===== src/source/axil_pkg.sv =====
// AXI-lite widths, data types and response codes
package axil_pkg;

	// Byte address, data word and strobe widths
	localparam int AXIL_ADDR_W = 28;
	localparam int AXIL_DATA_W = 32;
	localparam int AXIL_STRB_W = AXIL_DATA_W / 8;

	typedef logic [AXIL_ADDR_W-1:0] axil_addr_t;
	typedef logic [AXIL_DATA_W-1:0] axil_data_t;
	typedef logic [AXIL_STRB_W-1:0] axil_strb_t;

	// Two-bit response field on R and B
	typedef logic [1:0] axil_resp_t;

	localparam axil_resp_t RESP_OKAY   = 2'b00;
	// Slave saw the access and rejected it
	localparam axil_resp_t RESP_SLVERR = 2'b10;
	// Read dropped during an error flush
	localparam axil_resp_t RESP_DECERR = 2'b11;

endpackage


===== src/source/wb_pkg.sv =====
// Wishbone widths, RAM depth and read FIFO depth
package wb_pkg;

	// Word address, two byte bits shorter than the AXI byte address
	localparam int WB_ADDR_W = 26;

	typedef logic [WB_ADDR_W-1:0] wb_addr_t;
	typedef logic [3:0]           wb_sel_t;

	// RAM depth in words; word addresses at or above this get err
	localparam int WB_MEM_WORDS = 256;

	// log2 of the read response FIFO depth (8 reads in flight)
	localparam int RD_LGFIFO = 3;

endpackage


===== src/source/wb_bus_if.sv =====
// Wishbone pipelined bus interface with master and slave modports
`timescale 1ns/1ps

interface wb_bus_if
	import axil_pkg::*, wb_pkg::*;
	();

	// Request side
	logic       cyc;
	logic       stb;
	logic       we;
	wb_addr_t   addr;
	axil_data_t wdata;
	wb_sel_t    sel;

	// Reply side
	axil_data_t rdata;
	logic       ack;
	logic       stall;
	logic       err;

	modport master (
		output cyc, stb, we, addr, wdata, sel,
		input  rdata, ack, stall, err
	);

	modport slave (
		input  cyc, stb, we, addr, wdata, sel,
		output rdata, ack, stall, err
	);

endinterface


===== src/source/axil_wr_bridge.sv =====
// AXI-lite AW, W and B channels to a single-transaction Wishbone write master
`timescale 1ns/1ps

module axil_wr_bridge
	import axil_pkg::*, wb_pkg::*;
(
	input  logic       i_clk,
	input  logic       i_reset,
	input  axil_addr_t i_awaddr,
	input  logic       i_awvalid,
	output logic       o_awready,
	input  axil_data_t i_wdata,
	input  axil_strb_t i_wstrb,
	input  logic       i_wvalid,
	output logic       o_wready,
	output axil_resp_t o_bresp,
	output logic       o_bvalid,
	input  logic       i_bready,
	wb_bus_if.master   wb
);

	logic       aw_full;
	logic       w_full;
	wb_addr_t   aw_word;
	axil_data_t w_data;
	axil_strb_t w_strb;

	logic       cyc_q;
	logic       stb_q;
	logic       bvalid_q;
	axil_resp_t bresp_q;

	logic aw_fire, w_fire, b_fire, wb_reply;

	assign aw_fire  = i_awvalid && o_awready;
	assign w_fire   = i_wvalid && o_wready;
	assign b_fire   = bvalid_q && i_bready;
	assign wb_reply = cyc_q && (wb.ack || wb.err);

	////////////////////
	// Holding registers
	////////////////////

	// Each side drops its ready after its own handshake
	always_ff @(posedge i_clk)
	begin
		if (i_reset || b_fire)
		begin
			aw_full <= 1'b0;
			w_full  <= 1'b0;
		end
		else
		begin
			if (aw_fire)
				aw_full <= 1'b1;
			if (w_fire)
				w_full <= 1'b1;
		end
	end

	always_ff @(posedge i_clk)
	begin
		if (aw_fire)
			aw_word <= i_awaddr[AXIL_ADDR_W-1:2];
		if (w_fire)
		begin
			w_data <= i_wdata;
			w_strb <= i_wstrb;
		end
	end

	////////////////////
	// Wishbone write and B response
	////////////////////

	// Issue once both halves are held and no response is pending
	always_ff @(posedge i_clk)
	begin
		if (i_reset)
		begin
			cyc_q <= 1'b0;
			stb_q <= 1'b0;
		end
		else if (!cyc_q && aw_full && w_full && !bvalid_q)
		begin
			cyc_q <= 1'b1;
			stb_q <= 1'b1;
		end
		else
		begin
			if (stb_q && !wb.stall)
				stb_q <= 1'b0;
			if (wb_reply)
				cyc_q <= 1'b0;
		end
	end

	always_ff @(posedge i_clk)
	begin
		if (i_reset)
			bvalid_q <= 1'b0;
		else if (wb_reply)
			bvalid_q <= 1'b1;
		else if (b_fire)
			bvalid_q <= 1'b0;
	end

	always_ff @(posedge i_clk)
	begin
		if (wb_reply)
			bresp_q <= wb.err ? RESP_SLVERR : RESP_OKAY;
	end

	assign o_awready = !aw_full;
	assign o_wready  = !w_full;
	assign o_bvalid  = bvalid_q;
	assign o_bresp   = bresp_q;

	assign wb.cyc   = cyc_q;
	assign wb.stb   = stb_q;
	assign wb.we    = 1'b1;
	assign wb.addr  = aw_word;
	assign wb.wdata = w_data;
	assign wb.sel   = w_strb;

endmodule


===== src/flat_wrapper.sv =====
// flat-port wrapper written by rule: the top's interface ports become plain ports
module axil_wr_bridge_flat import axil_pkg::*, wb_pkg::*;
  (i_clk, i_reset, i_awaddr, i_awvalid, o_awready, i_wdata, i_wstrb, i_wvalid, o_wready, o_bresp, o_bvalid, i_bready, wb_cyc, wb_stb, wb_we, wb_addr, wb_wdata, wb_sel, wb_rdata, wb_ack, wb_stall, wb_err);
  wb_bus_if wb_i ();
  input  logic i_clk;
  input  logic i_reset;
  input  axil_addr_t i_awaddr;
  input  logic i_awvalid;
  output logic o_awready;
  input  axil_data_t i_wdata;
  input  axil_strb_t i_wstrb;
  input  logic i_wvalid;
  output logic o_wready;
  output axil_resp_t o_bresp;
  output logic o_bvalid;
  input  logic i_bready;
  output wire logic [$bits(wb_i.cyc)-1:0] wb_cyc;
  output wire logic [$bits(wb_i.stb)-1:0] wb_stb;
  output wire logic [$bits(wb_i.we)-1:0] wb_we;
  output wire logic [$bits(wb_i.addr)-1:0] wb_addr;
  output wire logic [$bits(wb_i.wdata)-1:0] wb_wdata;
  output wire logic [$bits(wb_i.sel)-1:0] wb_sel;
  input wire logic [$bits(wb_i.rdata)-1:0] wb_rdata;
  input wire logic [$bits(wb_i.ack)-1:0] wb_ack;
  input wire logic [$bits(wb_i.stall)-1:0] wb_stall;
  input wire logic [$bits(wb_i.err)-1:0] wb_err;
  assign wb_cyc = wb_i.cyc;
  assign wb_stb = wb_i.stb;
  assign wb_we = wb_i.we;
  assign wb_addr = wb_i.addr;
  assign wb_wdata = wb_i.wdata;
  assign wb_sel = wb_i.sel;
  assign wb_i.rdata = wb_rdata;
  assign wb_i.ack = wb_ack;
  assign wb_i.stall = wb_stall;
  assign wb_i.err = wb_err;
  axil_wr_bridge u_core (.i_clk(i_clk), .i_reset(i_reset), .i_awaddr(i_awaddr), .i_awvalid(i_awvalid), .o_awready(o_awready), .i_wdata(i_wdata), .i_wstrb(i_wstrb), .i_wvalid(i_wvalid), .o_wready(o_wready), .o_bresp(o_bresp), .o_bvalid(o_bvalid), .i_bready(i_bready), .wb(wb_i));
endmodule

===== config.mk =====
export PLATFORM = sky130hd
export DESIGN_NAME = axil_wr_bridge_flat
export DESIGN_NICKNAME = d
export VERILOG_FILES = /design/src/source/axil_pkg.sv /design/src/source/wb_pkg.sv /design/src/source/wb_bus_if.sv /design/src/source/axil_wr_bridge.sv /design/src/flat_wrapper.sv
export SDC_FILE = /design/constraint.sdc
export NUM_CORES = 1
export LEC_CHECK = 0
export BUFFER_PORTS_ARGS = -buffer_cell sky130_fd_sc_hd__buf_2
export CAP_MARGIN = 15
export CORE_MARGIN = 2
export CORE_UTILIZATION = 41
export DETAILED_ROUTE_END_ITERATION = 10
export HOLD_SLACK_MARGIN = 0.02
export PLACE_DENSITY = 0.95
export SYNTH_ARGS = -nofsm -noshare
export SYNTH_HDL_FRONTEND = slang
export SYNTH_SLANG_ARGS = --single-unit

===== constraint.sdc =====
create_clock -name i_clk -period 7.54 [get_ports i_clk]
set_input_delay 0.754 -clock i_clk [delete_from_list [all_inputs] [get_ports i_clk]]
set_output_delay 0.754 -clock i_clk [all_outputs]
set_load 0.02 [all_outputs]

==> impl_metrics.py <==
metrics = {
    "worst_setup_path": {
        "critical_path_class": "register to primary output",
        "cp-startpoint": "u_core.w_full",
        "worstPathArrival_ns": 0.99,
        "cp-start-kind": "register",
        "cp_max_fo": 4,
        "path_cells": "inv_1 > buf_2",
        "crit_required_ns": 6.79,
        "crit_path_top_delay_cell": "dfxtp_1",
        "critPathCaptureType": "primary output",
        "critPathMaxStageDelay_ns": 0.44,
        "rr_startpoint": "u_core.w_full",
    },
    "route": {
        "wirelength_mm": 4.063,
        "postRouteAntennaNets": 0,
        "routed_via_density": 4.229,
        "drt_iter0_drc": 37,
        "drc": 0,
        "drtPass1Iterations": 4,
        "num_vias": 1311,
        "post_drt_wl_per_cell_um": 13.11,
    },
    "yosys": {
        "yosysTopAreaCellShare": 0.8936,
        "synth-main-ff-cell": "edfxtp_1",
        "yosysSeqAreaShare": 0.9409,
        "synth_cell_types": 14,
        "synth_common_cells": "edfxtp_1, dfxtp_1, a21oi_1, inv_1",
        "yosys.area.top_type": "edfxtp_1",
        "avgSynthCellArea_sq_um": 24.06,
        "syn_nets": 192,
        "postSynthCellCount": 88,
        "synth_warnings": 0,
        "synthTopCellsByArea": "edfxtp_1, dfxtp_1, nand4bb_2",
        "async_flop_share": 0,
        "synth_edf_count": 63,
        "yosysMostFrequentCell": "edfxtp_1",
        "netlist_area_sq_um": 2117,
        "ys_seq_elements": 68,
    },
    "cells_and_area": {
        "antenna_cells": 0,
        "nets": 339,
        "drive_gt1_frac": 0.6500,
        "syn2layout_area_growth_pct": 44.50,
    },
    "worst_hold_path": {
        "min-delay-start": "u_core.wb.stb",
        "hold_class": "register to register",
    },
    "grt": {
        "first_global_vias": 1272,
        "top_usage_layer": "met2",
        "antenna_found_initial": 0,
        "grt_use_met2": 0.2251,
        "gr-usage-met1": 0.1357,
        "grt_max_degree": 37,
        "grt_use_total": 0.1372,
        "use_met3": 0.06746,
        "grt_pass1_wl_mm": 5.589,
        "gr-total-overflow": 0,
    },
    "sta": {
        "hold_viol_final": 0,
        "setup-tns-final_ns": 0,
        "min_period_over_period": 0.2317,
        "worst_pin_slew_ns": 0.8947,
        "clock.fmax_mhz": 572.4,
        "setup_viol": 0,
        "period_minus_slack_ns": 1.747,
        "slew_headroom": 0.4023,
        "slew_violations": 0,
        "finClkSkew_ns": 0.004942,
        "rsz0062_at_grt": "no",
    },
    "clock_network": {
        "cts_tree": "built",
        "cts_hold_buf": 0,
        "worst_skew_pair.late_latency_ns": 0.32,
        "cts_sinks": 68,
        "cts-resized-gates": 0,
        "post-cts-setup-buffer-count": 0,
        "clk_pin_slew_ns": 0.07,
        "max-clock-path-buffers": 2,
        "cts_buffers": 9,
        "cts_root_buf": "clkbuf_8",
        "h-tree-depth": 3,
    },
    "power_and_ir_drop": {
        "finalPower_uw": 756.4,
        "ir_drop_mv": 0.1367,
        "leakagePower_uw": 0.001324,
        "power.density_nw_per_um2": 247.3,
    },
    "floorplan": {
        "fp.dieW_um": 75.86,
        "pin_count": 174,
        "coreArea_sq_um": 5042,
        "row_count": 26,
        "start_util": 0.4199,
        "die_h_um": 75.86,
        "fp.dieArea_sq_um": 5754,
    },
    "job": {
        "drv_cap": 0,
    },
    "placed_design": {
        "globalplace.congestion": 0.7056,
        "io_buffer_count": 137,
    },
    "status": {
        "status": "finished clean",
    },
}
## worst max-delay path, delay by kind of cell (launching register included)
family | cells | cell delay, ns
flops | 1 | 0.44
buf+inv | 2 | 0.22
## flip-flops by register name, indices dropped and copies added, names as in the netlist
name	count
u_core.wb.addr	26
u_core.wb.stb	1
u_core.wb.sel	4
u_core.w_full	1
u_core.aw_full	1
u_core.wb.cyc	1
u_core.o_bvalid	1
u_core.o_bresp	1
u_core.wb.wdata	32
## path summary, 6_finish.rpt
kind	to	slack, ns	cells after the start
setup reg to reg	u_core.wb.wdata[1]	6.05	1
hold reg to reg	u_core.wb.stb	0.45	2
setup / recovery	o_wready	5.79	2
hold / removal	u_core.wb.stb	0.45	2
## cell families after synthesis
kind of cell | count (synthesis) | share of synthesized area
flops | 68 | 0.9409
simple gates | 6 | 0.02246
compound gates | 7 | 0.02068
other cells | 2 | 0.003547
buf+inv | 5 | 0.01241
## metrics by stage
step / util / area [sq um] / setup WS (ns) / cells / hold WS (ns)
after floorplan: - / 2117 / 4.734 / 88 / 0.5032
after global placement: 0.5722 / 2885 / 5.335 / 293 / 0.4443
after detailed placement: 0.5722 / 2885 / 5.284 / 293 / 0.4444
after CTS: 0.6037 / 3044 / 5.649 / 309 / 0.4533
after global routing: 0.6067 / 3059 / 5.731 / 310 / 0.5057
final: 0.6067 / 3059 / 5.793 / 310 / 0.4539
## layout make-up
| cell class | instances | area, sq um |
|---|---|---|
| clock buffer | 10 | 127.6 |
| clock inverter | 6 | 31.28 |
| fill | 373 | 1983 |
| inverter | 3 | 11.26 |
| multi-input combinational | 15 | 108.9 |
| sequential | 68 | 1992 |
| tap | 70 | 87.58 |
| timing repair buffer | 138 | 700.7 |
## layout by cell type (no fill, tap or decap), drive strengths merged
cell      instances
dfxtp             5
nand4bb           1
nand2             1
clkinv            5
a21oi             4
o21a              2
edfxtp           63
clkbuf           10
clkinvlp          1
or3b              1
buf             138
inv               3
nor2b             2
o21ai             1
nand2b            1
conb              2
## routing by layer
metal,wire length (um),part of all wire,vias to the layer above
met5,0,0,-
met4,55,0.014,0
met3,615,0.15,8
met2,2045,0.50,96
met1,1345,0.33,581
li1,-,-,626
## report_power, final
group | switching (uW) | internal (uW) | leakage, uW | total [uW]
Sequential | 5.66 | 437 | 0.000641 | 443
Clock | 122 | 116 | 0.0000832 | 237
Combinational | 47.9 | 28.4 | 0.000600 | 76.2
Total | 175 | 581 | 0.00132 | 756
No activity file was read; power rests on OpenSTA's default activity.
