$ cat config.mk
export PLATFORM = sky130hd
export DESIGN_NAME = wb_arbiter_flat
export DESIGN_NICKNAME = d
export VERILOG_FILES = /design/src/source/axil_pkg.sv /design/src/source/wb_pkg.sv /design/src/source/wb_bus_if.sv /design/src/source/wb_arbiter.sv /design/src/flat_wrapper.sv
export SDC_FILE = /design/constraint.sdc
export NUM_CORES = 1
export LEC_CHECK = 0
export BUFFER_PORTS_ARGS = -buffer_cell sky130_fd_sc_hd__buf_2
export CAP_MARGIN = 5
export CORE_AREA = 8 8 112 114
export DETAILED_ROUTE_END_ITERATION = 10
export DIE_AREA = 0 0 120 122
export HOLD_SLACK_MARGIN = 0.08
export SYNTH_ARGS = -nofsm -noshare
export SYNTH_HDL_FRONTEND = slang
export SYNTH_SLANG_ARGS = --single-unit
$ cat constraint.sdc
create_clock -name i_clk -period 1.44 [get_ports i_clk]
set_input_delay 0.072 -clock i_clk [delete_from_list [all_inputs] [get_ports i_clk]]
set_output_delay 0.072 -clock i_clk [all_outputs]
set_load 0.03 [all_outputs]
$ cat src/source/axil_pkg.sv
// AXI-lite widths, data types and response codes
package axil_pkg;

	// Byte address, data word and strobe widths
	localparam int AXIL_ADDR_W = 28;
	localparam int AXIL_DATA_W = 32;
	localparam int AXIL_STRB_W = AXIL_DATA_W / 8;

	typedef logic [AXIL_ADDR_W-1:0] axil_addr_t;
	typedef logic [AXIL_DATA_W-1:0] axil_data_t;
	typedef logic [AXIL_STRB_W-1:0] axil_strb_t;

	// Two-bit response field on R and B
	typedef logic [1:0] axil_resp_t;

	localparam axil_resp_t RESP_OKAY   = 2'b00;
	// Slave saw the access and rejected it
	localparam axil_resp_t RESP_SLVERR = 2'b10;
	// Read dropped during an error flush
	localparam axil_resp_t RESP_DECERR = 2'b11;

endpackage

$ cat src/source/wb_pkg.sv
// Wishbone widths, RAM depth and read FIFO depth
package wb_pkg;

	// Word address, two byte bits shorter than the AXI byte address
	localparam int WB_ADDR_W = 26;

	typedef logic [WB_ADDR_W-1:0] wb_addr_t;
	typedef logic [3:0]           wb_sel_t;

	// RAM depth in words; word addresses at or above this get err
	localparam int WB_MEM_WORDS = 256;

	// log2 of the read response FIFO depth (8 reads in flight)
	localparam int RD_LGFIFO = 3;

endpackage

$ cat src/source/wb_bus_if.sv
// Wishbone pipelined bus interface with master and slave modports
`timescale 1ns/1ps

interface wb_bus_if
	import axil_pkg::*, wb_pkg::*;
	();

	// Request side
	logic       cyc;
	logic       stb;
	logic       we;
	wb_addr_t   addr;
	axil_data_t wdata;
	wb_sel_t    sel;

	// Reply side
	axil_data_t rdata;
	logic       ack;
	logic       stall;
	logic       err;

	modport master (
		output cyc, stb, we, addr, wdata, sel,
		input  rdata, ack, stall, err
	);

	modport slave (
		input  cyc, stb, we, addr, wdata, sel,
		output rdata, ack, stall, err
	);

endinterface

$ cat src/source/wb_arbiter.sv
// Round-robin arbiter joining the read and write Wishbone masters onto one bus
`timescale 1ns/1ps

module wb_arbiter (
	input  logic     i_clk,
	input  logic     i_reset,
	wb_bus_if.slave  rd,
	wb_bus_if.slave  wr,
	wb_bus_if.master mem
);

	// Low while the read bridge owns the bus
	logic owner_wr;
	logic owner_cyc;
	logic other_cyc;

	assign owner_cyc = owner_wr ? wr.cyc : rd.cyc;
	assign other_cyc = owner_wr ? rd.cyc : wr.cyc;

	// Hand over only while the owner holds no cycle
	// A released owner always loses to a waiting peer, so both alternate
	always_ff @(posedge i_clk)
	begin
		if (i_reset)
			owner_wr <= 1'b0;
		else if (!owner_cyc && other_cyc)
			owner_wr <= !owner_wr;
	end

	////////////////////
	// Request mux
	////////////////////

	assign mem.cyc   = owner_cyc;
	assign mem.stb   = owner_wr ? wr.stb   : rd.stb;
	assign mem.we    = owner_wr ? wr.we    : rd.we;
	assign mem.addr  = owner_wr ? wr.addr  : rd.addr;
	assign mem.wdata = owner_wr ? wr.wdata : rd.wdata;
	assign mem.sel   = owner_wr ? wr.sel   : rd.sel;

	////////////////////
	// Reply routing
	////////////////////

	assign rd.rdata = mem.rdata;
	assign wr.rdata = mem.rdata;

	// Non-owner is held off with stall and never sees a reply
	assign rd.ack   = mem.ack && !owner_wr;
	assign rd.err   = mem.err && !owner_wr;
	assign rd.stall = owner_wr || mem.stall;

	assign wr.ack   = mem.ack && owner_wr;
	assign wr.err   = mem.err && owner_wr;
	assign wr.stall = !owner_wr || mem.stall;

endmodule

$ cat src/flat_wrapper.sv
// flat-port wrapper written by rule: the top's interface ports become plain ports
module wb_arbiter_flat 
  (i_clk, i_reset, rd_cyc, rd_stb, rd_we, rd_addr, rd_wdata, rd_sel, rd_rdata, rd_ack, rd_stall, rd_err, wr_cyc, wr_stb, wr_we, wr_addr, wr_wdata, wr_sel, wr_rdata, wr_ack, wr_stall, wr_err, mem_cyc, mem_stb, mem_we, mem_addr, mem_wdata, mem_sel, mem_rdata, mem_ack, mem_stall, mem_err);
  wb_bus_if rd_i ();
  wb_bus_if wr_i ();
  wb_bus_if mem_i ();
  input  logic i_clk;
  input  logic i_reset;
  input wire logic [$bits(rd_i.cyc)-1:0] rd_cyc;
  input wire logic [$bits(rd_i.stb)-1:0] rd_stb;
  input wire logic [$bits(rd_i.we)-1:0] rd_we;
  input wire logic [$bits(rd_i.addr)-1:0] rd_addr;
  input wire logic [$bits(rd_i.wdata)-1:0] rd_wdata;
  input wire logic [$bits(rd_i.sel)-1:0] rd_sel;
  output wire logic [$bits(rd_i.rdata)-1:0] rd_rdata;
  output wire logic [$bits(rd_i.ack)-1:0] rd_ack;
  output wire logic [$bits(rd_i.stall)-1:0] rd_stall;
  output wire logic [$bits(rd_i.err)-1:0] rd_err;
  input wire logic [$bits(wr_i.cyc)-1:0] wr_cyc;
  input wire logic [$bits(wr_i.stb)-1:0] wr_stb;
  input wire logic [$bits(wr_i.we)-1:0] wr_we;
  input wire logic [$bits(wr_i.addr)-1:0] wr_addr;
  input wire logic [$bits(wr_i.wdata)-1:0] wr_wdata;
  input wire logic [$bits(wr_i.sel)-1:0] wr_sel;
  output wire logic [$bits(wr_i.rdata)-1:0] wr_rdata;
  output wire logic [$bits(wr_i.ack)-1:0] wr_ack;
  output wire logic [$bits(wr_i.stall)-1:0] wr_stall;
  output wire logic [$bits(wr_i.err)-1:0] wr_err;
  output wire logic [$bits(mem_i.cyc)-1:0] mem_cyc;
  output wire logic [$bits(mem_i.stb)-1:0] mem_stb;
  output wire logic [$bits(mem_i.we)-1:0] mem_we;
  output wire logic [$bits(mem_i.addr)-1:0] mem_addr;
  output wire logic [$bits(mem_i.wdata)-1:0] mem_wdata;
  output wire logic [$bits(mem_i.sel)-1:0] mem_sel;
  input wire logic [$bits(mem_i.rdata)-1:0] mem_rdata;
  input wire logic [$bits(mem_i.ack)-1:0] mem_ack;
  input wire logic [$bits(mem_i.stall)-1:0] mem_stall;
  input wire logic [$bits(mem_i.err)-1:0] mem_err;
  assign rd_i.cyc = rd_cyc;
  assign rd_i.stb = rd_stb;
  assign rd_i.we = rd_we;
  assign rd_i.addr = rd_addr;
  assign rd_i.wdata = rd_wdata;
  assign rd_i.sel = rd_sel;
  assign rd_rdata = rd_i.rdata;
  assign rd_ack = rd_i.ack;
  assign rd_stall = rd_i.stall;
  assign rd_err = rd_i.err;
  assign wr_i.cyc = wr_cyc;
  assign wr_i.stb = wr_stb;
  assign wr_i.we = wr_we;
  assign wr_i.addr = wr_addr;
  assign wr_i.wdata = wr_wdata;
  assign wr_i.sel = wr_sel;
  assign wr_rdata = wr_i.rdata;
  assign wr_ack = wr_i.ack;
  assign wr_stall = wr_i.stall;
  assign wr_err = wr_i.err;
  assign mem_cyc = mem_i.cyc;
  assign mem_stb = mem_i.stb;
  assign mem_we = mem_i.we;
  assign mem_addr = mem_i.addr;
  assign mem_wdata = mem_i.wdata;
  assign mem_sel = mem_i.sel;
  assign mem_i.rdata = mem_rdata;
  assign mem_i.ack = mem_ack;
  assign mem_i.stall = mem_stall;
  assign mem_i.err = mem_err;
  wb_arbiter u_core (.i_clk(i_clk), .i_reset(i_reset), .rd(rd_i), .wr(wr_i), .mem(mem_i));
endmodule
==> results.json, run 1 <==
{
  "finalSetupViolCount": 0,
  "drc_errors": 0,
  "synth_edf_count": 0,
  "synth_common_cells": "buf_4 (64), mux2_4 (64), buf_12 (6), nand2b_1 (3), nor2b_1 (3)",
  "cp_data_arrival_time_ns": 1.14,
  "regMostFlops": "u_core.owner_wr",
  "grtUsageTotal_pct": 7.55,
  "synth_area_um2": 1680,
  "fmax_mhz": 824,
  "hpwl_mm": 6.11,
  "ant_nets": 0,
  "synth.distinct_cells": 11,
  "die_w_um": 120,
  "synth.area.top_cells": "mux2_4 (57%), buf_4 (29%), buf_12 (7.2%)",
  "seq_area_um2": 23.8,
  "gr-total-overflow": 0,
  "cts_hold_buffers": 0,
  "maxCapViolations": 0,
  "min_period_ns": 1.21,
  "grt_pass1_wl_mm": 9.17,
  "synthesis.nets": 315,
  "cp.required_ns": 1.37,
  "synth_top_area_share_pct": 57.3,
  "grt.busiest_layer": "met2",
  "met1_usage_pct": 7.64,
  "pre_cts_slack_ns": 0.218,
  "drt_iter0_drc": 14,
  "critical_path.slowest_cell": "dfxtp_4",
  "yosys.area.top_type": "mux2_4",
  "gr-usage-met3_pct": 3.42,
  "critPathKind": "reg2out",
  "critPathMaxStageDelay_ns": 0.36,
  "clk_pin_slew_ns": 0,
  "vias": 1480,
  "synthToLayoutAreaGrowth_pct": 37.5,
  "worst_ir_drop_vdd_uv": 218,
  "finalPower_w": 0.00112,
  "reg_top3": "u_core.owner_wr x1",
  "max_slew_margin_pct": 82.9,
  "synth-async-reset-ratio_pct": 0,
  "cts_resized": 0,
  "outcome": "complete, no violations",
  "totalNegativeSetupSlack_ns": 0,
  "fin_crit_sh_pct": 84.3,
  "path_cells": "buf_12 > mux2_4 > buf_2",
  "nets": 453,
  "drt_wl_total_mm": 6.55,
  "rsz0062_at_grt": "false",
  "post-cts-setup-buffers": 0,
  "io_buffers": 205,
  "critPathLaunchType": "flip-flop",
  "tightestPinTransition_ns": 0.256,
  "vias_per_cell": 3.49,
  "finalHoldViolations": 0,
  "utilization_pct": 21.6,
  "ys_ff_latch": 1,
  "clock_skew_ns": 0,
  "die_area_um2": 14600,
  "insertion_delay_ns": 0,
  "synth_seq_area_share_pct": 1.19,
  "drive_above_1_share_pct": 96.8,
  "wl_per_cell_um": 15.5,
  "die_y_um": 122,
  "synth_cells": 148,
  "p_per_area_nw_per_um2": 483,
  "fin_ws_ns": 0.226,
  "antenna_found_initial": 1,
  "multi_input_area_um2": 1030,
  "yosys_most_used_dff": "dfxtp_1",
  "grt_use_met2_pct": 14.4,
  "globalplace.congestion": 0.776,
  "finalMaxSlewViolations": 0,
  "postSynthAreaPerCell_um2": 11.3,
  "grt_pass1_vias": 1641,
  "dr.pass1.iters": 4,
  "crit_path_max_fanout": 34,
  "holdCritPathClass": "in2out",
  "fp-row-count": 38,
  "endpoint_kind": "primary output",
  "yosysWarnings": 0,
  "grt_max_degree": 35,
  "fill_cells": 1154,
  "power_leakage_nw": 1.33,
  "antenna_cells": 0,
  "largest_register_ffs": 1,
  "pin_count": 302,
  "core_area_um2": 10700,
  "start_util_pct": 15.7
}
critical path, delay by kind of cell (launching register included):
kind / cells / cell delay (ns)
buffers and inverters: 2 / 0.43
multiplexers: 1 / 0.33
flip-flops: 1 / 0.36
where the power goes:
group	leakage, nW	total, W	internal (W)	switching, W
clock network	0	0	0	0
logic	1.32	0.00108	0.000503	0.000578
registers	0.00892	0.0000336	0.0000300	0.00000365
metal layers:
metal	wire length (um)	part of all wire, %
met5	0	0
met4	59	0.90
met3	919	14
met2	3200	49
met1	2370	36
cell usage in the layout, fill, tap and decap left out:
cell type    n
nand2b_1     3
buf_12       2
dfxtp_4      1
and2_1       2
mux2_2       1
buf_4        1
buf_2      205
nor2b_1      3
mux2_4      64
or2_2        1
o22ai_1      1
cells by family (layout without fill, tap and decap cells):
group	Yosys count	after routing	synth area share [%]
and+or+nand+nor	9	9	3.36
DFF	1	1	1.19
buffers and inverters	72	208	37.1
AOI/OAI and AO/OA	1	1	0.373
muxes	65	65	57.9
layout make-up:
type	count	area share, %
timing repair buffer	208	46.5
multi-input combinational	75	44.8
tap	140	7.59
sequential	1	1.03
worst paths after layout:
path | start | cells past startpoint | endpoint | slack, ns
worst min-delay path | mem_rdata[22] | 0 | rd_rdata[22] | 0.14
worst max-delay path | u_core.owner_wr$_SDFFE_PP0P_ | 3 | mem_addr[14] | 0.23
worst max register to register | u_core.owner_wr$_SDFFE_PP0P_ | 3 | u_core.owner_wr$_SDFFE_PP0P_ | 0.62
worst min register to register | u_core.owner_wr$_SDFFE_PP0P_ | 3 | u_core.owner_wr$_SDFFE_PP0P_ | 0.72
metrics by stage:
stage	hold WS, ns	std cells	area, um2
floorplan	0.186	148	1680
global placement	0.144	424	2310
detailed placement	0.144	424	2310
CTS	0.144	424	2310
global route	0.144	424	2310
finish	0.144	424	2310
Power figures use the tool's default switching activity.
==> inputs of run 2 (changes only) <==
clock period = 1.15 ns   (was 1.44 ns; I/O delays follow)
==> run 2 against run 1 <==
The flow now finishes with violations (negative setup slack); design area up 26%; combinational power grew 63%; sequential power grew 29%; routed wire length rose by 20%; via count grew 9.5%; clock skew stayed put; power rose by 62%; global-route usage grew 0.59 points.
==> results.json, run 2 (synthesized netlist as in run 1, its figures left out) <==
{
  "outcome": "finished with violations",
  "violations": "negative setup slack",
  "path_depth": 4,
  "mostFrequentLayoutCell": "buf_2",
  "min_from": "mem_rdata[22]",
  "grt_pass1_wl_mm": 9.93,
  "die_y_um": 122,
  "globalplace.congestion": 0.770,
  "clk_pin_slew_ns": 0,
  "max_slew_margin_pct": 89.2,
  "p_int_w": 0.000983,
  "critPathKind": "reg2out",
  "maxCapViolations": 0,
  "wl_per_cell_um": 18.1,
  "critPathMaxStageDelay_ns": 0.37,
  "antenna_found_initial": 1,
  "critPathTopFamily": "buffers and inverters",
  "finalHoldViolations": 0,
  "finalPower_w": 0.00180,
  "totalNegativeSetupSlack_ns": -0.472,
  "io_buffers": 205,
  "place_inst": 424,
  "fin_crit_sh_pct": 103,
  "drc_errors": 0,
  "drt_wl_total_mm": 7.86,
  "r2r_slack_ns": 0.39,
  "final_cell_mix": "buf_2 (144), mux2_4 (65), buf_6 (62)",
  "min_period_ns": 1.19,
  "tightestPinTransition_ns": 0.163,
  "core_area_um2": 10700,
  "die_area_um2": 14600,
  "whs_endpoint": "rd_rdata[22]",
  "cp.required_ns": 1.09,
  "grtUsageTotal_pct": 8.14,
  "fin_ws_ns": -0.0382,
  "dr.pass1.iters": 3,
  "drive_above_1_share_pct": 96.9,
  "rsz0062_at_grt": "true",
  "fp-row-count": 38,
  "nets": 463,
  "crit_path_start": "u_core.owner_wr$_SDFFE_PP0P_",
  "sw_frac_of_total_pct": 45.4,
  "insertion_delay_ns": 0,
  "critPathLaunchType": "flip-flop",
  "reg_top3": "u_core.owner_wr x1",
  "crit_path_max_fanout": 7,
  "vias_per_cell": 3.74,
  "pwr-share-seq_pct": 2.4,
  "finalMaxSlewViolations": 0,
  "combPwrFrac_pct": 97.6,
  "largest_register_ffs": 1,
  "antenna_cells": 0,
  "drt_iter0_drc": 46,
  "grt_max_degree": 34,
  "grt_pass1_vias": 1795,
  "critical_path.slowest_cell": "dfxtp_4",
  "synthToLayoutAreaGrowth_pct": 73.8,
  "cp_data_arrival_time_ns": 1.13,
  "gr-total-overflow": 0,
  "fmax_mhz": 842,
  "clock_skew_ns": 0,
  "vias": 1621,
  "endpoint_kind": "primary output",
  "r2r_start": "u_core.owner_wr$_SDFFE_PP0P_",
  "min_path_cells": 0,
  "holdCritPathClass": "in2out",
  "path_cells": "buf_12 > clkbuf_16 > mux2_4 > buf_6",
  "r2r_end": "u_core.owner_wr$_SDFFE_PP0P_",
  "hpwl_mm": 6.35,
  "start_util_pct": 15.7,
  "power_leakage_nw": 1.57,
  "worst_ir_drop_vdd_uv": 306,
  "r2r_cells": 3,
  "p_per_area_nw_per_um2": 618,
  "die_w_um": 120,
  "p_clk_share_pct": 0,
  "finalSetupViolCount": 44,
  "regMostFlops": "u_core.owner_wr",
  "path_buf_inv": 3,
  "ant_nets": 0,
  "finalNonFillerCells": 434,
  "pin_count": 302,
  "p_sw_w": 0.000818
}
[run 2: worst max-delay path by stage]
| stage | to |
|---|---|
| global route | mem_addr[5] |
| detailed placement | mem_sel[2] |
| finish | mem_addr[5] |
| CTS | mem_sel[2] |
| global placement | mem_addr[24] |
| floorplan | rd_ack |
[run 2: stage by stage]
step / hold slack (ns) / instance area, um2 / util, % / worst slack (ns)
floorplan: 0.171 / 1680 / - / 0.0639
global placement: 0.115 / 2310 / 21.6 / -0.0276
detailed placement: 0.115 / 2310 / 21.6 / -0.0453
CTS: 0.115 / 2390 / 22.4 / -0.0469
global route: 0.115 / 2920 / 27.3 / -0.0576
finish: 0.115 / 2920 / 27.3 / -0.0382
[run 2: layout make-up]
type	instances	area [um2]
sequential	1	23.8
tap	140	175
fill	1111	7780
timing repair buffer	218	1680
multi-input combinational	75	1040
[run 2: timing repair]
| action | CTS | global route |
|---|---|---|
| buffers inserted | 0 | 3 |
| resized for setup | 30 | 141 |
| setup endpoints to repair | 55 | 61 |
| cloned | 0 | 7 |
| hold buffers | 0 | 0 |
[run 2: per-layer routing]
layer	global-route usage [%]	up-vias	wire (um)
met5	0	-	0
met4	1.01	0	52
met3	3.61	9	913
met2	15.5	120	4200
met1	8.19	754	2700
li1	-	738	-
[run 2: power groups by stage]
stage / Clock, W / Combinational (W) / Sequential, W
4_1_cts: 0 / 0.00144 / 0.0000421
2_1_floorplan: 0 / 0.00138 / 0.0000388
3_3_place_gp: 0 / 0.00136 / 0.0000418
5_1_grt: 0 / 0.00184 / 0.0000437
3_5_place_dp: 0 / 0.00138 / 0.0000420
6_report: 0 / 0.00176 / 0.0000433
