<file path="src/source/axil_pkg.sv">
// AXI-lite widths, data types and response codes
package axil_pkg;

	// Byte address, data word and strobe widths
	localparam int AXIL_ADDR_W = 28;
	localparam int AXIL_DATA_W = 32;
	localparam int AXIL_STRB_W = AXIL_DATA_W / 8;

	typedef logic [AXIL_ADDR_W-1:0] axil_addr_t;
	typedef logic [AXIL_DATA_W-1:0] axil_data_t;
	typedef logic [AXIL_STRB_W-1:0] axil_strb_t;

	// Two-bit response field on R and B
	typedef logic [1:0] axil_resp_t;

	localparam axil_resp_t RESP_OKAY   = 2'b00;
	// Slave saw the access and rejected it
	localparam axil_resp_t RESP_SLVERR = 2'b10;
	// Read dropped during an error flush
	localparam axil_resp_t RESP_DECERR = 2'b11;

endpackage

</file>
<file path="src/source/wb_pkg.sv">
// Wishbone widths, RAM depth and read FIFO depth
package wb_pkg;

	// Word address, two byte bits shorter than the AXI byte address
	localparam int WB_ADDR_W = 26;

	typedef logic [WB_ADDR_W-1:0] wb_addr_t;
	typedef logic [3:0]           wb_sel_t;

	// RAM depth in words; word addresses at or above this get err
	localparam int WB_MEM_WORDS = 256;

	// log2 of the read response FIFO depth (8 reads in flight)
	localparam int RD_LGFIFO = 3;

endpackage

</file>
<file path="src/source/wb_bus_if.sv">
// Wishbone pipelined bus interface with master and slave modports
`timescale 1ns/1ps

interface wb_bus_if
	import axil_pkg::*, wb_pkg::*;
	();

	// Request side
	logic       cyc;
	logic       stb;
	logic       we;
	wb_addr_t   addr;
	axil_data_t wdata;
	wb_sel_t    sel;

	// Reply side
	axil_data_t rdata;
	logic       ack;
	logic       stall;
	logic       err;

	modport master (
		output cyc, stb, we, addr, wdata, sel,
		input  rdata, ack, stall, err
	);

	modport slave (
		input  cyc, stb, we, addr, wdata, sel,
		output rdata, ack, stall, err
	);

endinterface

</file>
<file path="src/source/axil_rd_bridge.sv">
// AXI-lite read channel to pipelined Wishbone master with in-order response FIFO
`timescale 1ns/1ps

module axil_rd_bridge
	import axil_pkg::*, wb_pkg::*;
(
	input  logic       i_clk,
	input  logic       i_reset,
	input  axil_addr_t i_araddr,
	input  logic       i_arvalid,
	output logic       o_arready,
	output axil_data_t o_rdata,
	output axil_resp_t o_rresp,
	output logic       o_rvalid,
	input  logic       i_rready,
	wb_bus_if.master   wb
);

	// first: AR accepted, mid: reply captured, last: R delivered
	logic [RD_LGFIFO:0] r_first;
	logic [RD_LGFIFO:0] r_mid;
	logic [RD_LGFIFO:0] r_last;
	logic [RD_LGFIFO:0] fifo_fill;
	logic [RD_LGFIFO:0] outstanding;

	axil_data_t data_fifo [1 << RD_LGFIFO];
	axil_resp_t resp_fifo [1 << RD_LGFIFO];

	logic     stb_q;
	wb_addr_t addr_q;
	logic     shadow_valid;
	wb_addr_t shadow_addr;
	logic     err_state;

	logic ar_fire, r_fire, cyc, wb_accept, wb_reply, wb_fail, flush_step;

	assign ar_fire    = i_arvalid && o_arready;
	assign r_fire     = o_rvalid && i_rready;
	assign cyc        = stb_q || (outstanding != '0);
	assign wb_accept  = stb_q && !wb.stall;
	assign wb_reply   = cyc && (wb.ack || wb.err);
	assign wb_fail    = cyc && wb.err;
	assign flush_step = err_state && (r_mid != r_first);
	assign fifo_fill  = r_first - r_last;

	////////////////////
	// Wishbone request side
	////////////////////

	always_ff @(posedge i_clk)
	begin
		if (i_reset || wb_fail || err_state)
			stb_q <= 1'b0;
		else if (shadow_valid || ar_fire)
			stb_q <= 1'b1;
		else if (!wb.stall)
			stb_q <= 1'b0;
	end

	always_ff @(posedge i_clk)
	begin
		if (shadow_valid && !wb.stall)
			addr_q <= shadow_addr;
		else if (ar_fire && (!stb_q || !wb.stall))
			addr_q <= i_araddr[AXIL_ADDR_W-1:2];
	end

	// Holds one address that arrived while stb was stalled
	always_ff @(posedge i_clk)
	begin
		if (i_reset || wb_fail || err_state)
			shadow_valid <= 1'b0;
		else if (ar_fire && stb_q && wb.stall)
			shadow_valid <= 1'b1;
		else if (!wb.stall)
			shadow_valid <= 1'b0;
	end

	always_ff @(posedge i_clk)
	begin
		if (ar_fire && stb_q && wb.stall)
			shadow_addr <= i_araddr[AXIL_ADDR_W-1:2];
	end

	// Keeps cyc up until the last reply is back
	always_ff @(posedge i_clk)
	begin
		if (i_reset || !cyc || wb_fail || err_state)
			outstanding <= '0;
		else
		begin
			case ({wb_accept, wb.ack})
				2'b10: outstanding <= outstanding + 1'b1;
				2'b01: outstanding <= outstanding - 1'b1;
				default: outstanding <= outstanding;
			endcase
		end
	end

	////////////////////
	// Pointers and error flush
	////////////////////

	always_ff @(posedge i_clk)
	begin
		if (i_reset)
		begin
			r_first   <= '0;
			r_mid     <= '0;
			r_last    <= '0;
			err_state <= 1'b0;
		end
		else
		begin
			if (ar_fire)
				r_first <= r_first + 1'b1;
			if (wb_reply || flush_step)
				r_mid <= r_mid + 1'b1;
			if (r_fire)
				r_last <= r_last + 1'b1;
			if (wb_fail)
				err_state <= 1'b1;
			else if (r_first == r_last)
				err_state <= 1'b0;
		end
	end

	// The failing slot gets SLVERR, slots still queued behind it DECERR
	always_ff @(posedge i_clk)
	begin
		if (wb_reply)
		begin
			data_fifo[r_mid[RD_LGFIFO-1:0]] <= wb.rdata;
			resp_fifo[r_mid[RD_LGFIFO-1:0]] <= wb.err ? RESP_SLVERR : RESP_OKAY;
		end
		else if (flush_step)
			resp_fifo[r_mid[RD_LGFIFO-1:0]] <= RESP_DECERR;
	end

	// Full FIFO, waiting shadow or error flush block new addresses
	assign o_arready = !fifo_fill[RD_LGFIFO] && !shadow_valid && !err_state;
	assign o_rvalid  = (r_mid != r_last);
	assign o_rdata   = data_fifo[r_last[RD_LGFIFO-1:0]];
	assign o_rresp   = resp_fifo[r_last[RD_LGFIFO-1:0]];

	assign wb.cyc   = cyc;
	assign wb.stb   = stb_q;
	assign wb.we    = 1'b0;
	assign wb.addr  = addr_q;
	assign wb.wdata = '0;
	assign wb.sel   = '1;

endmodule

</file>
<file path="src/flat_wrapper.sv">
// flat-port wrapper written by rule: the top's interface ports become plain ports
module axil_rd_bridge_flat import axil_pkg::*, wb_pkg::*;
  (i_clk, i_reset, i_araddr, i_arvalid, o_arready, o_rdata, o_rresp, o_rvalid, i_rready, wb_cyc, wb_stb, wb_we, wb_addr, wb_wdata, wb_sel, wb_rdata, wb_ack, wb_stall, wb_err);
  wb_bus_if wb_i ();
  input  logic i_clk;
  input  logic i_reset;
  input  axil_addr_t i_araddr;
  input  logic i_arvalid;
  output logic o_arready;
  output axil_data_t o_rdata;
  output axil_resp_t o_rresp;
  output logic o_rvalid;
  input  logic i_rready;
  output wire logic [$bits(wb_i.cyc)-1:0] wb_cyc;
  output wire logic [$bits(wb_i.stb)-1:0] wb_stb;
  output wire logic [$bits(wb_i.we)-1:0] wb_we;
  output wire logic [$bits(wb_i.addr)-1:0] wb_addr;
  output wire logic [$bits(wb_i.wdata)-1:0] wb_wdata;
  output wire logic [$bits(wb_i.sel)-1:0] wb_sel;
  input wire logic [$bits(wb_i.rdata)-1:0] wb_rdata;
  input wire logic [$bits(wb_i.ack)-1:0] wb_ack;
  input wire logic [$bits(wb_i.stall)-1:0] wb_stall;
  input wire logic [$bits(wb_i.err)-1:0] wb_err;
  assign wb_cyc = wb_i.cyc;
  assign wb_stb = wb_i.stb;
  assign wb_we = wb_i.we;
  assign wb_addr = wb_i.addr;
  assign wb_wdata = wb_i.wdata;
  assign wb_sel = wb_i.sel;
  assign wb_i.rdata = wb_rdata;
  assign wb_i.ack = wb_ack;
  assign wb_i.stall = wb_stall;
  assign wb_i.err = wb_err;
  axil_rd_bridge u_core (.i_clk(i_clk), .i_reset(i_reset), .i_araddr(i_araddr), .i_arvalid(i_arvalid), .o_arready(o_arready), .o_rdata(o_rdata), .o_rresp(o_rresp), .o_rvalid(o_rvalid), .i_rready(i_rready), .wb(wb_i));
endmodule
</file>
<file path="config.mk">
export PLATFORM = sky130hd
export DESIGN_NAME = axil_rd_bridge_flat
export DESIGN_NICKNAME = d
export VERILOG_FILES = /design/src/source/axil_pkg.sv /design/src/source/wb_pkg.sv /design/src/source/wb_bus_if.sv /design/src/source/axil_rd_bridge.sv /design/src/flat_wrapper.sv
export SDC_FILE = /design/constraint.sdc
export NUM_CORES = 1
export LEC_CHECK = 0
export BUFFER_PORTS_ARGS = -buffer_cell sky130_fd_sc_hd__buf_2
export CAP_MARGIN = 15
export CORE_MARGIN = 4
export CORE_UTILIZATION = 30
export CTS_CLUSTER_SIZE = 25
export DETAILED_ROUTE_END_ITERATION = 10
export PLACE_DENSITY_LB_ADDON = 0.05
export SLEW_MARGIN = 20
export SYNTH_ARGS = -nofsm -noshare
export SYNTH_HDL_FRONTEND = slang
export SYNTH_SLANG_ARGS = --single-unit
</file>
<file path="constraint.sdc">
create_clock -name i_clk -period 5 [get_ports i_clk]
set_input_delay 0.25 -clock i_clk [delete_from_list [all_inputs] [get_ports i_clk]]
set_output_delay 0.25 -clock i_clk [all_outputs]
set_load 0.01 [all_outputs]
</file>
==> results of run 1 <==
-- routing by layer --
layer,routed length [microns],vias up,global-route usage [%]
met5,0,-,0
met4,596,0,3.36
met3,1870,45,3.88
met2,15600,169,21.0
met1,12700,3501,15.2
li1,-,3067,-
-- how the worst min path moves through the flow --
stage	to	slack (ps)
global route	flip-flop	90
finish	u_core.r_last[3]	90
floorplan	u_core.data_fifo[0][0]	350
global placement	u_core.shadow_addr[10]	440
CTS	u_core.r_last[3]	50
detailed placement	u_core.shadow_addr[24]	440
-- cell usage after synthesis (9+ instances only) --
cell type	count
sky130_fd_sc_hd__buf_4	37
sky130_fd_sc_hd__mux4_2	68
sky130_fd_sc_hd__ha_1	9
sky130_fd_sc_hd__a21oi_1	11
sky130_fd_sc_hd__nand2_1	10
sky130_fd_sc_hd__dfxtp_1	22
sky130_fd_sc_hd__xor2_1	9
sky130_fd_sc_hd__edfxtp_1	324
sky130_fd_sc_hd__nor3_1	9
sky130_fd_sc_hd__xnor2_1	9
sky130_fd_sc_hd__clkbuf_1	19
sky130_fd_sc_hd__mux2_2	60
sky130_fd_sc_hd__nor2_1	26
-- cell type report --
cell class	instances	area, sq um	area share, %
Antenna cell	1	2.50	0.0148
Clock buffer	51	1080	6.41
Clock inverter	22	240	1.42
Inverter	7	26.3	0.155
Multi-Input combinational cell	294	3290	19.4
Sequential cell	346	10200	60.1
Tap cell	600	751	4.43
Timing Repair Buffer	204	1360	8.04
-- registers in the layout, indices dropped and copies added, names as in the netlist, named ones only --
name	count
u_core.shadow_addr	26
u_core.wb.addr	26
u_core.err_state	1
u_core.r_first	4
u_core.r_last	4
u_core.r_mid	4
u_core.data_fifo	256
u_core.resp_fifo	16
u_core.shadow_valid	1
u_core.wb.stb	1
u_core.outstanding	4
-- worst max-delay path: cells and delay by family, from the launching register on --
family                 cells  cell delay [ps]
buffers and inverters      2              560
flip-flops                 1              980
multiplexers               2              850
-- power groups by stage --
stage | combinational [mW] | sequential, mW | clock, mW
floorplan | 0.997 | 3.60 | 0
global placement | 1.41 | 3.68 | 0
detailed placement | 1.43 | 3.70 | 0
CTS | 1.47 | 3.65 | 3.03
global route | 1.57 | 3.67 | 3.16
finish | 1.42 | 3.63 | 2.93
-- kinds of logic after synthesis --
group	synth area share, %
AOI/OAI and AO/OA	0.868
other	0.0548
and+or+nand+nor	2.89
adders and majority gates	0.968
muxes	16.7
xor gates and xnor gates	1.15
DFF	74.2
buffers and inverters	3.14
-- through the flow --
stage	std cells	area [sq um]	power, mW
after floorplan	715	13800	4.59
final	1525	16900	7.97
after detailed placement	1391	15000	5.13
after global placement	1391	15000	5.09
after global routing	1525	16900	8.39
after CTS	1524	16900	8.15
-- repair_timing --
| action | in CTS | in global routing |
|---|---|---|
| hold buffers | 60 | 0 |
| hold endpoints to repair | 306 | 0 |
| setup buffers | 0 | 0 |
==> summary.txt, run 1 <==
OUTCOME
------------------------------------------------------------------------------
Run status ......................................................    completed

POWER AND IR DROP
------------------------------------------------------------------------------
Sw frac .........................................................        25.6%
Clock network power share .......................................        36.7%
Power density relative to cell area .............................  471 mW/mm^2
VDD IR-drop max .................................................     0.289 mV
Seq pwr share ...................................................        45.5%
Internal power ..................................................      5.93 mW
Power spent charging and discharging nets .......................      2.04 mW
Share of total power in combinational logic .....................        17.8%
P_leak ..........................................................      5.70 nW

FLOORPLAN
------------------------------------------------------------------------------
Height of the die ...............................................  222 microns
Area of the die ................................................. 0.0491 sq mm
Area of the core region ......................................... 0.0453 sq mm
Number of rows created at floorplan .............................           78
Number of ports placed on the die boundary ......................          168
Die width .......................................................  222 microns
Initial core utilization ........................................        30.2%

TIMING
------------------------------------------------------------------------------
Final hold vios .................................................            0
Final sum of negative setup slack ...............................         0 ps
Post-route clock skew ...........................................      21.0 ps
Worst Slack Setup Final .........................................      1780 ps
Hold slack final ................................................      88.7 ps
Relative slew margins ...........................................        35.2%
Max-slew violation total from the final report ..................            0
Setup violation total in the final timing report ................            0
Min Clock Period, post-route ....................................      3220 ps
Slew of the pin with the lowest slew margin .....................       971 ps
Fmax ............................................................    0.311 GHz
RSZ-0062 raised after global routing ............................        false
Post-route fraction of the period consumed by the critical path .        64.4%

LAYOUT
------------------------------------------------------------------------------
Commonest non-fill, non-tap cells in the layout ................. sky130_fd_sc_hd__edfxtp_1 (324), sky130_fd_sc_hd__buf_2 (128), sky130_fd_sc_hd__mux4_2 (68), sky130_fd_sc_hd__mux2_2 (60), sky130_fd_sc_hd__dlygate4sd3_1 (60)
Share of post-route cells with drive strength above 1 ...........        37.7%
Layout net count ................................................          971
Leading cell type in the layout, fill and taps excluded ......... sky130_fd_sc_hd__edfxtp_1
Final-layout fill cell count ....................................        4,257
Utilization after layout ........................................        37.4%
Area growth from synthesis to final layout ......................        23.6%

CLOCK NETWORK
------------------------------------------------------------------------------
Clock Sinks .....................................................          346
Worst-Skew Late Latency .........................................       550 ps
CTS HTree Levels ................................................            2
Clock Root Buffer ............................................... sky130_fd_sc_hd__clkbuf_16
Clk slew on worst S/H paths .....................................        50 ps
Maximum buffer depth of the clock tree ..........................            3
Inserted Clock Buffers ..........................................           41
TritonCTS clock tree ............................................          yes
Resize count post-CTS ...........................................            0

YOSYS
------------------------------------------------------------------------------
Sequential area share after synthesis ...........................        74.2%
Number of synthesized register bits .............................          346
Largest cells by area after synthesis ........................... sky130_fd_sc_hd__edfxtp_1 (71%), sky130_fd_sc_hd__mux4_2 (11%), sky130_fd_sc_hd__mux2_2 (4.9%)
Number of distinct library cells after synthesis ................           45
Mapped cell area ................................................ 0.0137 sq mm
Gate count of the mapped netlist ................................          680
Number of enable flip-flop cells after synthesis ................          324
Avg Inst Size Synth .............................................   20.1 sq um
Area share of the largest cell type after synthesis .............        71.0%
Most common flop cell mapped by yosys ........................... sky130_fd_sc_hd__edfxtp_1
Synthesis warning total .........................................            0
Most area-hungry cell type in the Yosys netlist ................. sky130_fd_sc_hd__edfxtp_1
Ys async rst share ..............................................           0%

MIN PATH
------------------------------------------------------------------------------
Worst hold path depth ...........................................            4
Path category of the worst min-delay check ...................... primary input to flip-flop
Hold path start .................................................     i_rready

WORST SETUP PATH
------------------------------------------------------------------------------
Critical setup path kind ........................................ flip-flop to output port
Biggest cell delay along the critical path ......................       980 ps
Launch instance of the worst register-to-register path .......... u_core.wb.stb
Data arrival time of the critical path ..........................      2970 ps
Crit path to ....................................................  o_rdata[17]
Highest fanout seen on the critical path ........................           43
RR Endpoint ..................................................... u_core.data_fifo[7][22]
Cells along the critical path ................................... buf_4 -> mux4_2 -> mux2_2 -> buf_2
Depth of the most critical reg-to-reg path ......................            6
Worst R2R Setup Slack ...........................................      2390 ps
Launching element type of the critical path .....................    flip-flop
Required arrival time at the worst endpoint .....................      4750 ps
Sort of element at the end of the critical path .................  output port
Crit-path slowest cell .......................................... sky130_fd_sc_hd__dfxtp_4

DETAILED ROUTING
------------------------------------------------------------------------------
Routed wire length per instance ................................. 20.1 microns
Post-route antenna net violation count ..........................            0
Number of detailed-routing iterations run before antenna repair .            4
DRC violation count after routing ...............................            0
Total wire length ............................................... 30,700 microns
Post-detailed-route via-to-cell ratio ...........................         4.45
Initial drt markers .............................................          381
Routed vias .....................................................        6,782

GRT
------------------------------------------------------------------------------
Vias in the first global route ..................................        7,555
First-pass GRT wire length ...................................... 46,200 microns
Antenna violations before repair ................................            1
Total routing usage reported by global routing ..................        12.3%
Total global routing overflow ...................................            0
Pin count of the biggest net entering global routing ............           48

PLACE
------------------------------------------------------------------------------
Worst slack, placed .............................................      2200 ps
HPWL Detailed ................................................... 17,400 microns
Buffers on Ports ................................................          128
Gpl congestion ..................................................        0.764

JOB
------------------------------------------------------------------------------
Max Cap Viol ....................................................            0

Note: power is estimated with default switching activity, not from simulation.
==> inputs of run 2 (changes only) <==
Clock period 5 ns to 2.8 ns, I/O delays scaled along.
==> run 2 against run 1 <==
Compared with the run above: critical path depth is the same; sequential share of layout area shrank 0.76 points; first-iteration DRC count shrank 4.7%; routed wire length grew 1.5%; largest cell class unchanged.
==> summary.txt, run 2 (synthesis gave the netlist of run 1 again) <==
TIMING
------------------------------------------------------------------------------
Hold slack final ................................................       171 ps
Min Clock Period, post-route ....................................      2630 ps
Slew of the pin with the lowest slew margin .....................      1080 ps
Relative slew margins ...........................................        27.8%
RSZ-0062 raised after global routing ............................        false
Post-route fraction of the period consumed by the critical path .        93.9%
Fmax ............................................................    0.381 GHz
Final hold vios .................................................            0
Max-slew violation total from the final report ..................            0
Post-route clock skew ...........................................      22.0 ps
Setup violation total in the final timing report ................            0

CLOCK NETWORK
------------------------------------------------------------------------------
Clk slew on worst S/H paths .....................................        50 ps
Maximum buffer depth of the clock tree ..........................            3
TritonCTS clock tree ............................................          yes
Worst-Skew Late Latency .........................................       550 ps
Resize count post-CTS ...........................................            0
CTS HTree Levels ................................................            2
Clock Root Buffer ............................................... sky130_fd_sc_hd__clkbuf_16
Clock Sinks .....................................................          346
Inserted Clock Buffers ..........................................           41

LAYOUT
------------------------------------------------------------------------------
Layout net count ................................................          990
Leading cell type in the layout, fill and taps excluded ......... sky130_fd_sc_hd__edfxtp_1
Share of post-route cells with drive strength above 1 ...........        38.1%
Flip-flop count of the largest register after layout ............          256
Area growth from synthesis to final layout ......................        25.2%
Finished Cell Area .............................................. 0.0171 sq mm
Non-filler cells, final .........................................        1,543
Utilization after layout ........................................        37.9%
Commonest non-fill, non-tap cells in the layout ................. sky130_fd_sc_hd__edfxtp_1 (324), sky130_fd_sc_hd__buf_2 (128), sky130_fd_sc_hd__mux4_2 (68), sky130_fd_sc_hd__dlygate4sd3_1 (63), sky130_fd_sc_hd__mux2_2 (60)

WORST SETUP PATH
------------------------------------------------------------------------------
Required arrival time at the worst endpoint .....................      2660 ps
Launching element type of the critical path .....................    flip-flop
Critical setup path kind ........................................ flip-flop to output port
Highest fanout seen on the critical path ........................           32
Depth of the most critical reg-to-reg path ......................            6
Data arrival time of the critical path ..........................      2490 ps
Sort of element at the end of the critical path .................  output port

GRT
------------------------------------------------------------------------------
Total global routing overflow ...................................            0
Antenna violations before repair ................................            3
Vias in the first global route ..................................        7,683
First-pass GRT wire length ...................................... 47,000 microns
Pin count of the biggest net entering global routing ............           33
Total routing usage reported by global routing ..................        12.6%

FLOORPLAN
------------------------------------------------------------------------------
Die width .......................................................  222 microns
Number of ports placed on the die boundary ......................          168
Initial core utilization ........................................        30.2%
Area of the die ................................................. 0.0491 sq mm
Height of the die ...............................................  222 microns
Number of rows created at floorplan .............................           78
Area of the core region ......................................... 0.0453 sq mm

DETAILED ROUTING
------------------------------------------------------------------------------
Routed vias .....................................................        6,865
Post-route antenna net violation count ..........................            0
Total wire length ............................................... 31,200 microns
DRC violation count after routing ...............................            0
Initial drt markers .............................................          363
Number of detailed-routing iterations run before antenna repair .            6
Routed wire length per instance ................................. 20.2 microns
Post-detailed-route via-to-cell ratio ...........................         4.45

PLACE
------------------------------------------------------------------------------
Number of placed instances with taps included ...................        1,407
Buffers on Ports ................................................          128
HPWL Detailed ................................................... 18,300 microns
Post-Place Cell Area ............................................ 0.0153 sq mm
Gpl congestion ..................................................        0.767

JOB
------------------------------------------------------------------------------
Max Cap Viol ....................................................            0

OUTCOME
------------------------------------------------------------------------------
Run status ......................................................    completed

POWER AND IR DROP
------------------------------------------------------------------------------
Pwr Total .......................................................      14.2 mW
VDD IR-drop max .................................................     0.407 mV
P_leak ..........................................................      5.78 nW
Power density relative to cell area .............................  827 mW/mm^2

MIN PATH
------------------------------------------------------------------------------
Worst hold path depth ...........................................            5
Path category of the worst min-delay check ...................... primary input to flip-flop

-- run 2: cell count changes in the layout (fill, tap and decap cells not counted), moves of 3 or more --
| cell | change |
|---|---|
| sky130_fd_sc_hd__clkbuf_1 | +4 |
| sky130_fd_sc_hd__buf_4 | +7 |
| sky130_fd_sc_hd__nor3_2 | -3 |
| sky130_fd_sc_hd__clkinv_2 | -3 |
| sky130_fd_sc_hd__dlygate4sd3_1 | +3 |
| sky130_fd_sc_hd__buf_12 | +9 |
| sky130_fd_sc_hd__bufinv_16 | -3 |
| sky130_fd_sc_hd__nor3_4 | +3 |
-- run 2: power by group --
part	internal, mW	switching [mW]
sequential	6.13	0.212
combinational	1.38	1.47
clock	2.98	2.01
total	10.5	3.69
-- run 2: critical path, cell delays in order, from the launching register on --
cell	delay, ps
sky130_fd_sc_hd__dfxtp_4	560
sky130_fd_sc_hd__buf_12	330
sky130_fd_sc_hd__mux4_2	560
sky130_fd_sc_hd__mux2_2	340
sky130_fd_sc_hd__buf_2	160
-- run 2: layout make-up --
class	instances	area, sq um
fillers	4229	28100
clock inverters	16	126
clock buffers	56	1120
inverters	7	26.3
well taps	600	751
diodes	1	2.50
repair buffers	223	1620
flip-flops and latches	346	10200
multi-input cells	294	3320
-- run 2: metal layers --
layer  vias up  share of wire (%)  GRT usage [%]
li1       3112                  -              -
met1      3568                 43           15.9
met2       132                 50           21.2
met3        51                5.2           3.65
met4         2                2.3           3.70
met5         -              0.042              0
-- run 2: final timing paths --
path / to / slack [ps] / start
max: o_rresp[1] / 170 / flip-flop
max reg2reg: u_core.data_fifo[7][24] / 300 / u_core.outstanding[0]
min: u_core.r_first[0] / 170 / i_arvalid
min reg2reg: u_core.outstanding[3] / 510 / u_core.outstanding[3]
-- run 2: repair_timing --
| item | CTS | global route |
|---|---|---|
| hold buffers | 63 | 0 |
| buffers inserted | 0 | 0 |
| endpoints found under the hold margin | 323 | 0 |
-- run 2: through the flow --
stage / TNS [ps] / setup WS, ps
finish: 0 / 172
global route: 0 / 5.90
CTS: 0 / 66.4
detailed placement: 0 / 210
global placement: 0 / 253
floorplan: -10110 / -223
==> inputs of run 3 (changes only) <==
Settings changed: ABC_AREA set to 1.
==> run 3 against run 2 <==
Compared with the run above: count of clock-buffer cells in the layout did not move; die area up 2.9%; register-to-register slack improved by 300 ps; first-iteration DRC count grew 12%.
==> summary.txt, run 3 <==
OUTCOME
------------------------------------------------------------------------------
Run status ......................................................    completed

FLOORPLAN
------------------------------------------------------------------------------
Area of the core region ......................................... 0.0466 sq mm
Area of the die ................................................. 0.0506 sq mm
Initial core utilization ........................................        30.3%
Number of ports placed on the die boundary ......................          168
Die width .......................................................  225 microns
Number of rows created at floorplan .............................           79
Height of the die ...............................................  225 microns

PLACE
------------------------------------------------------------------------------
Gpl congestion ..................................................        0.707
Buffers on Ports ................................................          128
Worst slack, placed .............................................       563 ps
HPWL Detailed ................................................... 19,800 microns

YOSYS
------------------------------------------------------------------------------
Number of synthesized register bits .............................          346
Most area-hungry cell type in the Yosys netlist ................. sky130_fd_sc_hd__edfxtp_1
Synthesis warning total .........................................            0
Area share of the largest cell type after synthesis .............        68.9%
Commonest cells in the netlist .................................. sky130_fd_sc_hd__edfxtp_1 (324), sky130_fd_sc_hd__nor2_1 (245), sky130_fd_sc_hd__nand2_1 (153)
Largest cells by area after synthesis ........................... sky130_fd_sc_hd__edfxtp_1 (69%), sky130_fd_sc_hd__nor2_1 (6.5%), sky130_fd_sc_hd__o32ai_1 (4.2%)
Gate count of the mapped netlist ................................        1,103
Number of enable flip-flop cells after synthesis ................          324
Mapped cell area ................................................ 0.0141 sq mm
Avg Inst Size Synth .............................................   12.8 sq um
Most common flop cell mapped by yosys ........................... sky130_fd_sc_hd__edfxtp_1
Ys async rst share ..............................................           0%
Most frequent cell after synthesis .............................. sky130_fd_sc_hd__edfxtp_1
Number of distinct library cells after synthesis ................           31
Sequential area share after synthesis ...........................        72.1%

WORST SETUP PATH
------------------------------------------------------------------------------
Crit path to ....................................................  o_rdata[31]
Required arrival time at the worst endpoint .....................      2660 ps
Data arrival time of the critical path ..........................      2270 ps
Launching element type of the critical path .....................    flip-flop
RR Endpoint ..................................................... u_core.shadow_valid
Critical setup path kind ........................................ flip-flop to output port
Worst R2R Setup Slack ...........................................       600 ps
Sort of element at the end of the critical path .................  output port
Highest fanout seen on the critical path ........................           68
Launch instance of the worst register-to-register path .......... u_core.r_last[2]
Depth of the most critical reg-to-reg path ......................            8

LAYOUT
------------------------------------------------------------------------------
Flip-flop count of the largest register after layout ............          256
Area growth from synthesis to final layout ......................        23.2%
Layout net count ................................................        1,384
Share of post-route cells with drive strength above 1 ...........        19.3%
Utilization after layout ........................................        37.4%
Final-layout fill cell count ....................................        4,576
Commonest non-fill, non-tap cells in the layout ................. sky130_fd_sc_hd__edfxtp_1 (324), sky130_fd_sc_hd__nor2_1 (237), sky130_fd_sc_hd__nand2_1 (153), sky130_fd_sc_hd__buf_2 (128), sky130_fd_sc_hd__o21ai_0 (72)
Leading cell type in the layout, fill and taps excluded ......... sky130_fd_sc_hd__edfxtp_1
Number of diodes added for antenna fixing .......................            0

DETAILED ROUTING
------------------------------------------------------------------------------
Routed wire length on met2 ...................................... 16,600 microns
Post-route antenna net violation count ..........................            0
Met3 Routed Length .............................................. 1840 microns
Post-Route M1 WL ................................................ 15,700 microns
Post-detailed-route via-to-cell ratio ...........................         4.51
Routed wire length per instance ................................. 17.9 microns
Total wire length ............................................... 34,900 microns
Initial drt markers .............................................          407
Highest routed layer ............................................         met4
Routed vias .....................................................        8,785
DRC violation count after routing ...............................            0
Number of detailed-routing iterations run before antenna repair .            4

POWER AND IR DROP
------------------------------------------------------------------------------
P_leak ..........................................................      6.28 nW
Power density relative to cell area .............................  972 mW/mm^2
VDD IR-drop max .................................................     0.482 mV

CLOCK NETWORK
------------------------------------------------------------------------------
Maximum buffer depth of the clock tree ..........................            3
TritonCTS clock tree ............................................          yes
Resize count post-CTS ...........................................            0
Worst-Skew Late Latency .........................................       550 ps
Clock Root Buffer ............................................... sky130_fd_sc_hd__clkbuf_16
Clk slew on worst S/H paths .....................................        60 ps
CTS HTree Levels ................................................            2
CTS Hold Buffers Added ..........................................           64
Clock Sinks .....................................................          346
Post-CTS setup buffer count .....................................            0
Inserted Clock Buffers ..........................................           41

GRT
------------------------------------------------------------------------------
Pin count of the biggest net entering global routing ............           69
Antenna violations before repair ................................            0
First-pass GRT wire length ...................................... 53,800 microns
Total global routing overflow ...................................            0
Vias in the first global route ..................................        9,125
Total routing usage reported by global routing ..................        13.7%

JOB
------------------------------------------------------------------------------
Max Cap Viol ....................................................            0

MIN PATH
------------------------------------------------------------------------------
Path category of the worst min-delay check ...................... primary input to flip-flop

TIMING
------------------------------------------------------------------------------
Max-slew violation total from the final report ..................            0
Final sum of negative setup slack ...............................         0 ps
RSZ-0062 raised after global routing ............................        false
Final hold vios .................................................            0
Worst Slack Setup Final .........................................       394 ps
Min Clock Period, post-route ....................................      2410 ps
Relative slew margins ...........................................        43.1%
Setup violation total in the final timing report ................            0
Post-route fraction of the period consumed by the critical path .        85.9%
Fmax ............................................................    0.416 GHz
Slew of the pin with the lowest slew margin .....................       854 ps
Post-route clock skew ...........................................      9.06 ps

## run 3: changes by cell type after synthesis, moves of 15 or more
cell | previous run | this run
sky130_fd_sc_hd__mux2_2 | 60 | 26
sky130_fd_sc_hd__o32ai_1 | 0 | 68
sky130_fd_sc_hd__mux4_2 | 68 | 0
sky130_fd_sc_hd__nor2_1 | 26 | 245
sky130_fd_sc_hd__buf_2 | 8 | 23
sky130_fd_sc_hd__nand2_1 | 10 | 153
sky130_fd_sc_hd__inv_1 | 7 | 23
sky130_fd_sc_hd__o21ai_0 | 2 | 72
## run 3: cell families (layout without fill, tap and decap cells)
family / Yosys count / in the layout / synth area share, %
AND/OR/NAND/NOR: 428 / 428 / 11.8
AO/OA/AOI/OAI: 157 / 157 / 7.42
buffers and inverters: 123 / 325 / 4.93
flip-flops: 346 / 346 / 72.1
adder cells (fa/ha/maj): 10 / 10 / 0.940
other: 2 / 37 / 0.0532
multiplexers: 26 / 26 / 2.07
XOR/XNOR: 11 / 11 / 0.683
## run 3: through the flow
stage | std cells | power [mW] | cell area [sq um] | hold slack, ps
floorplan | 1138 | 10.1 | 14200 | 239
global placement | 1807 | 12.2 | 15500 | 328
detailed placement | 1807 | 12.1 | 15500 | 330
CTS | 1947 | 17.3 | 17400 | 51.3
global route | 1947 | 18.1 | 17400 | 129
finish | 1947 | 16.9 | 17400 | 89.7
## run 3: how the worst min path moves through the flow
stage	to	from	cells after the start
after floorplan	u_core.data_fifo[0][0]	wb_rdata[0]	0
after global placement	u_core.shadow_addr[0]	i_araddr[2]	1
after detailed placement	u_core.shadow_addr[25]	i_araddr[27]	1
after CTS	u_core.err_state	wb_err	5
after global routing	u_core.err_state	wb_err	5
final	u_core.err_state	wb_err	5
## run 3: cell type report
cell class | count | area [sq um] | share of cell area [%]
clock buffer | 56 | 1140 | 6.58
timing repair buffer | 220 | 1640 | 9.44
multi-input combinational | 669 | 3440 | 19.8
tap | 607 | 759 | 4.37
inverter | 29 | 111 | 0.640
sequential | 346 | 10200 | 58.5
clock inverter | 20 | 111 | 0.640
## run 3: where the power goes
part / switching (mW) / internal [mW] / leakage [nW] / total, mW
registers: 0.373 / 6.40 / 3.12 / 6.77
logic: 3.30 / 1.85 / 2.54 / 5.15
clock network: 2.04 / 2.94 / 0.614 / 4.98
total: 5.71 / 11.2 / 6.28 / 16.9
## run 3: critical path: stages (launching register included)
cell and delay (ps):
sky130_fd_sc_hd__dfxtp_4 560, sky130_fd_sc_hd__buf_12 320, sky130_fd_sc_hd__nor2_1 90, sky130_fd_sc_hd__o32ai_1 340, sky130_fd_sc_hd__nand2_1 120, sky130_fd_sc_hd__nand2_1 100
sky130_fd_sc_hd__buf_2 150
## run 3: metal layers
metal | up-vias | global-route usage (%)
met1 | 4275 | 17.9
met3 | 56 | 3.67
li1 | 4296 | -
met2 | 158 | 22.8
met4 | 0 | 3.74
met5 | - | 0
